--- src/neoSoundPkg.sv ---
`default_nettype none

package neoSoundPkg;

	// Z80 side widths
	typedef logic [15:0] z80Addr;
	typedef logic [7:0] z80Data;

	// Bank number latched from A15..A8 on a bank port read
	typedef logic [7:0] bankNum;

	// Extended sound ROM address with 4 MB reach
	typedef logic [21:0] romAddr;

	localparam int NUM_WINDOWS = 4;
	localparam int WIN_SEL_BITS = $clog2(NUM_WINDOWS);	// A1..A0 on a bank port

	// Window 0 sits just under the work RAM, window 3 is the big one
	localparam z80Addr windowBase [NUM_WINDOWS] = '{
		16'hF000,
		16'hE000,
		16'hC000,
		16'h8000
	};
	localparam int windowShift [NUM_WINDOWS] = '{11, 12, 13, 14};	// 2, 4, 8, 16 KB

	localparam z80Addr RAM_BASE = 16'hF800;	// Work RAM up to $FFFF

	localparam int PORT_SEL_LSB = 2;	// A3..A2 pick the port group
	localparam int NMI_EN_BIT = 4;		// A4 carries the NMI enable value
	localparam int ADDR_HIGH_LSB = 8;	// Bank number field in the address

	// Port groups by A3..A2
	typedef enum logic [1:0] {
		CMD_PORT = 2'b00,		// $x0..$x3, command read, reply clear
		YM_PORT = 2'b01,		// $x4..$x7, YM2610
		BANK_PORT = 2'b10,		// $x8..$xB, bank read, NMI enable write
		REPLY_PORT = 2'b11		// $xC..$xF, reply write
	} portGroup;

endpackage

`default_nettype wire

--- src/z80PortIf.sv ---
`timescale 1ns/1ps
`default_nettype none

interface z80PortIf
	import neoSoundPkg::*;
();

	// One-cycle access start pulses
	logic cmdRdStart;		// Read of $x0..$x3
	logic clrWrStart;		// Write to $x0..$x3
	logic replyWrStart;		// Write to $xC..$xF
	logic nmiEnWrStart;		// Write to $x8..$xB
	logic [NUM_WINDOWS-1:0] bankRdStart;	// Read of $x8 + window

	// Payload valid alongside the pulses
	bankNum addrHigh;		// A15..A8
	logic addrBit4;		// NMI enable value
	z80Data wrData;		// Z80 write data

	// Decoder side
	modport decode (
		output cmdRdStart, clrWrStart, replyWrStart, nmiEnWrStart,
		output bankRdStart,
		output addrHigh, addrBit4, wrData
	);

	// Command port and bank registers
	modport sink (
		input cmdRdStart, clrWrStart, replyWrStart, nmiEnWrStart,
		input bankRdStart,
		input addrHigh, addrBit4, wrData
	);

endinterface

`default_nettype wire

--- src/z80PortDecode.sv ---
`timescale 1ns/1ps
`default_nettype none

module z80PortDecode
	import neoSoundPkg::*;
(
	input wire logic CLK_4M,
	input wire logic nRESET,
	input wire z80Addr sdAddr,
	input wire z80Data sdDataIn,
	input wire logic nSdRd,
	input wire logic nSdWr,
	input wire logic nMreq,
	input wire logic nIorq,
	output logic nSdRom,
	output logic nZramCs,
	output logic nSdMrd,
	output logic nSdMwr,
	output logic n2610Cs,
	output logic n2610Rd,
	output logic n2610Wr,
	z80PortIf.decode port
);

	portGroup group;		// Port group from A3..A2
	logic ioRd;			// I/O read in progress
	logic ioWr;			// I/O write in progress
	logic ioRdPrev;		// Level seen at the last edge
	logic ioWrPrev;
	logic rdStart;		// First cycle of an I/O read
	logic wrStart;		// First cycle of an I/O write
	logic bankGroup;

	// $0000..$F7FF ROM, $F800..$FFFF work RAM
	assign nSdRom = (sdAddr >= RAM_BASE);
	assign nZramCs = ~nSdRom;

	// Memory strobes
	assign nSdMrd = nMreq | nSdRd;
	assign nSdMwr = nMreq | nSdWr;

	assign group = portGroup'(sdAddr[PORT_SEL_LSB +: 2]);

	// YM2610 on $x4..$x7 for any access
	assign n2610Cs = nIorq | (group != YM_PORT);
	assign n2610Rd = nIorq | nSdRd;
	assign n2610Wr = nIorq | nSdWr;

	// I/O cycle levels
	assign ioRd = ~nIorq & ~nSdRd;
	assign ioWr = ~nIorq & ~nSdWr;

	// Previous levels for edge detection
	always_ff @(posedge CLK_4M)
	begin
		if (!nRESET)
		begin
			ioRdPrev <= 1'b0;
			ioWrPrev <= 1'b0;
		end
		else
		begin
			ioRdPrev <= ioRd;
			ioWrPrev <= ioWr;
		end
	end

	// High only in the cycle before the first edge of the access
	assign rdStart = ioRd & ~ioRdPrev;
	assign wrStart = ioWr & ~ioWrPrev;

	assign bankGroup = (group == BANK_PORT);

	// Route the pulses to their groups
	assign port.cmdRdStart = rdStart & (group == CMD_PORT);	// Also NMI ack
	assign port.clrWrStart = wrStart & (group == CMD_PORT);	// Reply clear
	assign port.replyWrStart = wrStart & (group == REPLY_PORT);
	assign port.nmiEnWrStart = wrStart & bankGroup;

	// One bit per window picked by A1..A0
	always_comb
	begin
		port.bankRdStart = '0;
		if (rdStart && bankGroup)
			port.bankRdStart = NUM_WINDOWS'(1) << sdAddr[WIN_SEL_BITS-1:0];
	end

	// Payload straight off the bus
	assign port.addrHigh = sdAddr[ADDR_HIGH_LSB +: $bits(bankNum)];
	assign port.addrBit4 = sdAddr[NMI_EN_BIT];
	assign port.wrData = sdDataIn;

	// Read and write strobes low together would fire two consumers at once
	startOneHot: assert property (
		@(posedge CLK_4M) disable iff (!nRESET)
		$onehot0({port.cmdRdStart, port.clrWrStart, port.replyWrStart,
			port.nmiEnWrStart, port.bankRdStart})
	)
	else
		$error("Overlapping access starts, addr %h", sdAddr);

endmodule

`default_nettype wire

--- src/z80CommandPort.sv ---
`timescale 1ns/1ps
`default_nettype none

module z80CommandPort
	import neoSoundPkg::*;
(
	input wire logic CLK_4M,
	input wire logic nRESET,
	input wire logic cpuCmdWr,		// One-cycle strobe from the main CPU
	input wire z80Data cpuCmd,
	output z80Data cpuReply,
	output z80Data cmdLatch,
	output logic nZ80Nmi,
	z80PortIf.sink port
);

	logic nmiEn;		// Set by A4 on a bank port write

	// Command from the main CPU without back-pressure
	always_ff @(posedge CLK_4M)
	begin
		if (!nRESET)
			cmdLatch <= '0;
		else if (cpuCmdWr)
			cmdLatch <= cpuCmd;		// Overwrites an unread command
	end

	// Reply back to the main CPU
	always_ff @(posedge CLK_4M)
	begin
		if (!nRESET)
			cpuReply <= '0;
		else if (port.replyWrStart)
			cpuReply <= port.wrData;		// $xC..$xF write
		else if (port.clrWrStart)
			cpuReply <= '0;		// $x0..$x3 write
	end

	// NMI enable
	always_ff @(posedge CLK_4M)
	begin
		if (!nRESET)
			nmiEn <= 1'b0;		// Disabled out of reset
		else if (port.nmiEnWrStart)
			nmiEn <= port.addrBit4;
	end

	// Set on a command, ack on a command port read
	always_ff @(posedge CLK_4M)
	begin
		if (!nRESET)
		begin
			nZ80Nmi <= 1'b1;
		end
		else
		begin
			if (port.cmdRdStart)
				nZ80Nmi <= 1'b1;		// Ack wins a tie
			else if (cpuCmdWr && nmiEn)
				nZ80Nmi <= 1'b0;
		end
	end

	// NMI only asserts if enabled at the edge before
	nmiNeedsEnable: assert property (
		@(posedge CLK_4M) disable iff (!nRESET)
		$fell(nZ80Nmi) |-> $past(nmiEn)
	)
	else
		$error("NMI asserted while disabled");

endmodule

`default_nettype wire

--- src/zmcBankReg.sv ---
`timescale 1ns/1ps
`default_nettype none

module zmcBankReg
	import neoSoundPkg::*;
#(
	parameter int windowIdx = 0		// 0 is $F000, 3 is $8000
)(
	input wire logic CLK_4M,
	input wire logic nRESET,
	output bankNum bank,
	z80PortIf.sink port
);

	logic load;

	// This window's port is $x8 + windowIdx
	assign load = port.bankRdStart[windowIdx];

	// Bank number rides on A15..A8 of the read
	always_ff @(posedge CLK_4M)
	begin
		if (!nRESET)
			bank <= '0;
		else if (load)
			bank <= port.addrHigh;
	end

	// Only windows 0..3 exist
	if (windowIdx < 0 || windowIdx >= NUM_WINDOWS)
	begin : badIdx
		$error("windowIdx %0d out of range", windowIdx);
	end

endmodule

`default_nettype wire

--- src/zmcAddrMux.sv ---
`timescale 1ns/1ps
`default_nettype none

module zmcAddrMux
	import neoSoundPkg::*;
(
	input wire z80Addr sdAddr,
	input wire bankNum banks [NUM_WINDOWS],
	output romAddr romAddrOut
);

	logic hit;		// Address is in a window
	logic [WIN_SEL_BITS-1:0] sel;	// Which one

	// Bases fall with the index, so the last hit is the highest base
	always_comb
	begin
		hit = 1'b0;
		sel = '0;
		for (int i = NUM_WINDOWS - 1; i >= 0; i--)
		begin
			if (sdAddr >= windowBase[i])
			begin
				hit = 1'b1;
				sel = WIN_SEL_BITS'(i);
			end
		end
	end

	// Bank above, offset below
	always_comb
	begin
		romAddr winMask;
		romAddr bankPart;
		winMask = (romAddr'(1) << windowShift[sel]) - romAddr'(1);
		bankPart = romAddr'(banks[sel]) << windowShift[sel];
		if (hit)
			romAddrOut = bankPart + (romAddr'(sdAddr) & winMask);	// RAM range lands in window 0
		else
			romAddrOut = romAddr'(sdAddr);		// $0000..$7FFF fixed
	end

endmodule

`default_nettype wire

--- src/neoSoundCtrl.sv ---
`timescale 1ns/1ps
`default_nettype none

module neoSoundCtrl
	import neoSoundPkg::*;
(
	input wire logic CLK_4M,
	input wire logic nRESET,

	// Z80 bus
	input wire z80Addr sdAddr,
	input wire z80Data sdDataIn,
	input wire logic nSdRd,
	input wire logic nSdWr,
	input wire logic nMreq,
	input wire logic nIorq,

	// Main CPU side
	input wire logic cpuCmdWr,
	input wire z80Data cpuCmd,
	output z80Data cpuReply,

	// Z80 and board
	output z80Data sdDataOut,
	output logic nZ80Nmi,
	output logic nSdRom,
	output logic nZramCs,
	output logic nSdMrd,
	output logic nSdMwr,
	output logic n2610Cs,
	output logic n2610Rd,
	output logic n2610Wr,
	output romAddr romAddrOut
);

	z80PortIf portBus();
	z80Data cmdLatch;
	bankNum banks [NUM_WINDOWS];

	z80PortDecode i_z80PortDecode (
		.CLK_4M (CLK_4M),
		.nRESET (nRESET),
		.sdAddr (sdAddr),
		.sdDataIn (sdDataIn),
		.nSdRd (nSdRd),
		.nSdWr (nSdWr),
		.nMreq (nMreq),
		.nIorq (nIorq),
		.nSdRom (nSdRom),
		.nZramCs (nZramCs),
		.nSdMrd (nSdMrd),
		.nSdMwr (nSdMwr),
		.n2610Cs (n2610Cs),
		.n2610Rd (n2610Rd),
		.n2610Wr (n2610Wr),
		.port (portBus)
	);

	z80CommandPort i_z80CommandPort (
		.CLK_4M (CLK_4M),
		.nRESET (nRESET),
		.cpuCmdWr (cpuCmdWr),
		.cpuCmd (cpuCmd),
		.cpuReply (cpuReply),
		.cmdLatch (cmdLatch),
		.nZ80Nmi (nZ80Nmi),
		.port (portBus)
	);

	// One register per window
	for (genvar i = 0; i < NUM_WINDOWS; i++)
	begin : gBank
		zmcBankReg #(.windowIdx(i)) i_zmcBankReg (
			.CLK_4M (CLK_4M),
			.nRESET (nRESET),
			.bank (banks[i]),
			.port (portBus)
		);
	end

	zmcAddrMux i_zmcAddrMux (
		.sdAddr (sdAddr),
		.banks (banks),
		.romAddrOut (romAddrOut)
	);

	// Command latch onto the Z80 bus for $x0..$x3 reads
	assign sdDataOut = (!nIorq && !nSdRd &&
		(portGroup'(sdAddr[PORT_SEL_LSB +: 2]) == CMD_PORT)) ? cmdLatch : '0;

endmodule

`default_nettype wire

--- config.mk ---
export PLATFORM = sky130hd
export DESIGN_NAME = neoSoundCtrl
export DESIGN_NICKNAME = d
export VERILOG_FILES = /design/src/neoSoundPkg.sv /design/src/z80PortIf.sv /design/src/z80PortDecode.sv /design/src/z80CommandPort.sv /design/src/zmcBankReg.sv /design/src/zmcAddrMux.sv /design/src/neoSoundCtrl.sv
export SDC_FILE = /design/constraint.sdc
export NUM_CORES = 1
export LEC_CHECK = 0
export BUFFER_PORTS_ARGS = -buffer_cell sky130_fd_sc_hd__buf_2
export CAP_MARGIN = 15
export CORE_ASPECT_RATIO = 0.7
export CORE_MARGIN = 4
export CORE_UTILIZATION = 55
export DETAILED_ROUTE_END_ITERATION = 7
export GPL_ROUTABILITY_DRIVEN = 0
export GPL_TIMING_DRIVEN = 0
export PLACE_DENSITY = 0.88
export SYNTH_ARGS = -nofsm -noshare
export SYNTH_HDL_FRONTEND = slang
export SYNTH_SLANG_ARGS = --single-unit
--- constraint.sdc ---
create_clock -name CLK_4M -period 14.6 [get_ports CLK_4M]
set_clock_uncertainty 0.1 [all_clocks]
set_input_delay 2.19 -clock CLK_4M [delete_from_list [all_inputs] [get_ports CLK_4M]]
set_output_delay 2.19 -clock CLK_4M [all_outputs]
set_load 0.01 [all_outputs]
==> results_dict.tcl <==
set metrics [dict create \
    powerDensity_nw_per_um2 77.30 \
    cts.clk_slew.worst_paths_ps 100 \
    tightest_slew_ps 843.2 \
    timing.rr.start "i_z80PortDecode.ioRdPrev" \
    nets 584 \
    rows 24 \
    grt_max_degree 17 \
    port_buffers 80 \
    cp_common_cell "o21ai_0" \
    maxSlewViolCount 0 \
    crit_path_max_incr_delay_ps 390 \
    syn-instance-count 442 \
    syn-num-nets 497 \
    drc 0 \
    synthMuxAreaShare 0.1469 \
    path_class "in -> out" \
    power.leakage_nw 1.850 \
    outcome "completed" \
    crit_slowest_cell "clkbuf_1" \
    ys_seq_area_frac 0.2889 \
    wl_per_cell_um 15.82 \
    synth-xor-area-share 0.02188 \
    routed_wl_mm 9.621 \
    cap_violations 0 \
    ios 85 \
    track_usage 0.2441 \
    syn-cell-area_um2 3603 \
    setup_viol_count_final 0 \
    synthFlopType "dfxtp_1" \
    ir_worst_vdd_mv 0.05019 \
    post_cts_buffers 0 \
    cts_tree "built" \
    post-route-util 0.6657 \
    vias_per_cell 5.898 \
    async_flop_share 0 \
    vias 3586 \
    drive_gt1_frac 0.2472 \
    die_h_um 75.72 \
    dp_hpwl_mm 7.580 \
    cts-root-buf "clkbuf_8" \
    clockBufferDepth 2 \
    clock_latency_ps 320 \
    fmax_mhz 110.9 \
    hold_path_class "reg -> reg" \
    crit_start "sdAddr[15]" \
    antenna_cells 0 \
    initial_core_util 0.5714 \
    final_common_cell "nor2_1" \
    cts_buffers 5 \
    antenna_found_initial 0 \
    start_kind "input port" \
    drtIter0Drc 233 \
    max-slew-margin-rel 0.4336 \
    synth_top_family_by_area "simple AND/OR/NAND/NOR gates" \
    synth_compound_area_frac 0.1601 \
    tns_ps 0 \
    postRouteAntennaNets 0 \
    cp.arrival_ps 6730 \
    path_cells "buf_2 > buf_4 > buf_2 > nand2_1 > inv_1 > ha_1 > clkbuf_1 > clkbuf_1 > mux2i_1 > nor2_1 > ha_1 > o21ai_0 > o21ai_0 > a21oi_1 > o21ai_0 > o21ai_0 > nor3_1 > mux2_2 > buf_2" \
    yosys.area.top_type "dfxtp_1" \
    yosys.area_share.simple 0.2646 \
    cts_htree_levels 2 \
    grt_pass1_vias 3364 \
    drt-pass1-iter-count 5 \
    fp.dieW_um 104.7 \
    synthTopCellsByArea "dfxtp_1 29%, mux2i_1 13%, nor2_1 9.0%" \
    final_cell_mix "86 x nor2_1, 85 x buf_2, 52 x dfxtp_1" \
    rsz0062_at_grt "false" \
    synth-seq-cells 52 \
    crit_path_end_kind "output pin" \
    netlist.area_leader.share 0.2889 \
    fin_crit_ps 9020 \
    dieArea_um2 7931 \
    core_um2 6306 \
    fin_crit_sh 0.6178 \
    synth_edf_count 0 \
    grt_pass1_wl_mm 15.74 \
    area_delta_synth_final_pct 16.49 \
    min_from "i_z80PortDecode.ioRdPrev" \
    gr-total-overflow 0 \
    clkSinkCount 52 \
    yosysWarnings 0 \
    synthAdderAreaFrac 0.05764 \
    cts.repair.resized 0 \
    critPathMaxFanout 10 \
    holdBufCountCts 0 \
    synth.distinct_cells 64 \
    hold_viol_final 0 \
    crit_required_ps 12310 \
    whs_ps 392.7 \
    postSynthAreaPerCell_um2 8.153 \
]
per-stage QoR:
stage | area, um^2 | power, W | worst slack [ps] | std cells
floorplan | 3603 | 0.0002099 | 6656 | 442
CTS | 4198 | 0.0003221 | 5665 | 608
finish | 4198 | 0.0003245 | 5580 | 608
detailed placement | 4101 | 0.0002355 | 5695 | 600
global route | 4198 | 0.0003391 | 5243 | 608
global placement | 4101 | 0.0002329 | 5751 | 600
cells by family (layout without fill, tap and decap cells):
group                    after synthesis  in the layout
AND/OR/NAND/NOR                      192            192
adder cells (fa/ha/maj)               16             16
flip-flops                            52             52
XOR/XNOR                               9              9
AO/OA/AOI/OAI                         79             79
multiplexers                          52             52
buffers and inverters                 42            130
layer usage:
layer / vias to the layer above / global-route usage / wire length, um
met5: - / 0 / 0
li1: 1730 / - / -
met4: 0 / 0.08588 / 137
met2: 175 / 0.4151 / 4404
met3: 15 / 0.04742 / 792
met1: 1666 / 0.3167 / 4286
synth_stat cells, types with 6 or more instances:
library cell  number
nand2b_1          10
ha_1              15
nand2_1           20
a22oi_1            9
and3_1             6
mux2_2             7
nor3_1            17
inv_1              8
nor2_1            86
dfxtp_1           52
o21ai_0           12
mux2i_1           45
buf_4             12
a21oi_1           13
clkbuf_1          14
nand3b_1          11
and2_1            12
nand3_1            6
xnor2_1            7
power by group:
group / internal (W) / total [W] / switching, W / leakage, nW
Combinational: 0.0000369 / 0.0000883 / 0.0000514 / 1.38
Clock: 0.0000389 / 0.0000904 / 0.0000515 / 0.0516
Sequential: 0.000144 / 0.000146 / 0.00000141 / 0.421
worst max-delay path: cells and delay by family:
kind | cells | cell delay (ps)
multiplexers | 2 | 640
adder cells (fa/ha/maj) | 2 | 690
buffers and inverters | 7 | 1580
AO/OA/AOI/OAI | 5 | 1040
AND/OR/NAND/NOR | 3 | 580
layout make-up:
class                   instances  area [um^2]
well taps                      78        97.59
repair buffers                 80        400.4
multi-input cells             348         2346
clock inverters                 2        13.76
plain buffers                  32        178.9
clock buffers                   6        82.58
fillers                       533         2108
flip-flops and latches         52         1041
inverters                      10        37.54
sequential cells by signal, indices dropped and copies added (netlist names):
| name | flops |
|---|---|
| i_z80PortDecode.ioWrPrev | 1 |
| i_z80CommandPort.nmiEn | 1 |
| i_z80CommandPort.cmdLatch | 8 |
| i_z80CommandPort.nZ80Nmi | 1 |
| i_z80CommandPort.cpuReply | 8 |
| i_z80PortDecode.ioRdPrev | 1 |
| gBank.i_zmcBankReg.bank | 32 |
worst paths after layout:
check / to / slack, ps / cells past startpoint
max: romAddrOut[19] / 5580 / 19
min reg2reg: i_z80CommandPort.nZ80Nmi / 390 / 2
min: i_z80CommandPort.nZ80Nmi / 390 / 2
max reg2reg: gBank[1].i_zmcBankReg.bank[1] / 12670 / 5
No activity file was read; power rests on OpenSTA's default activity.
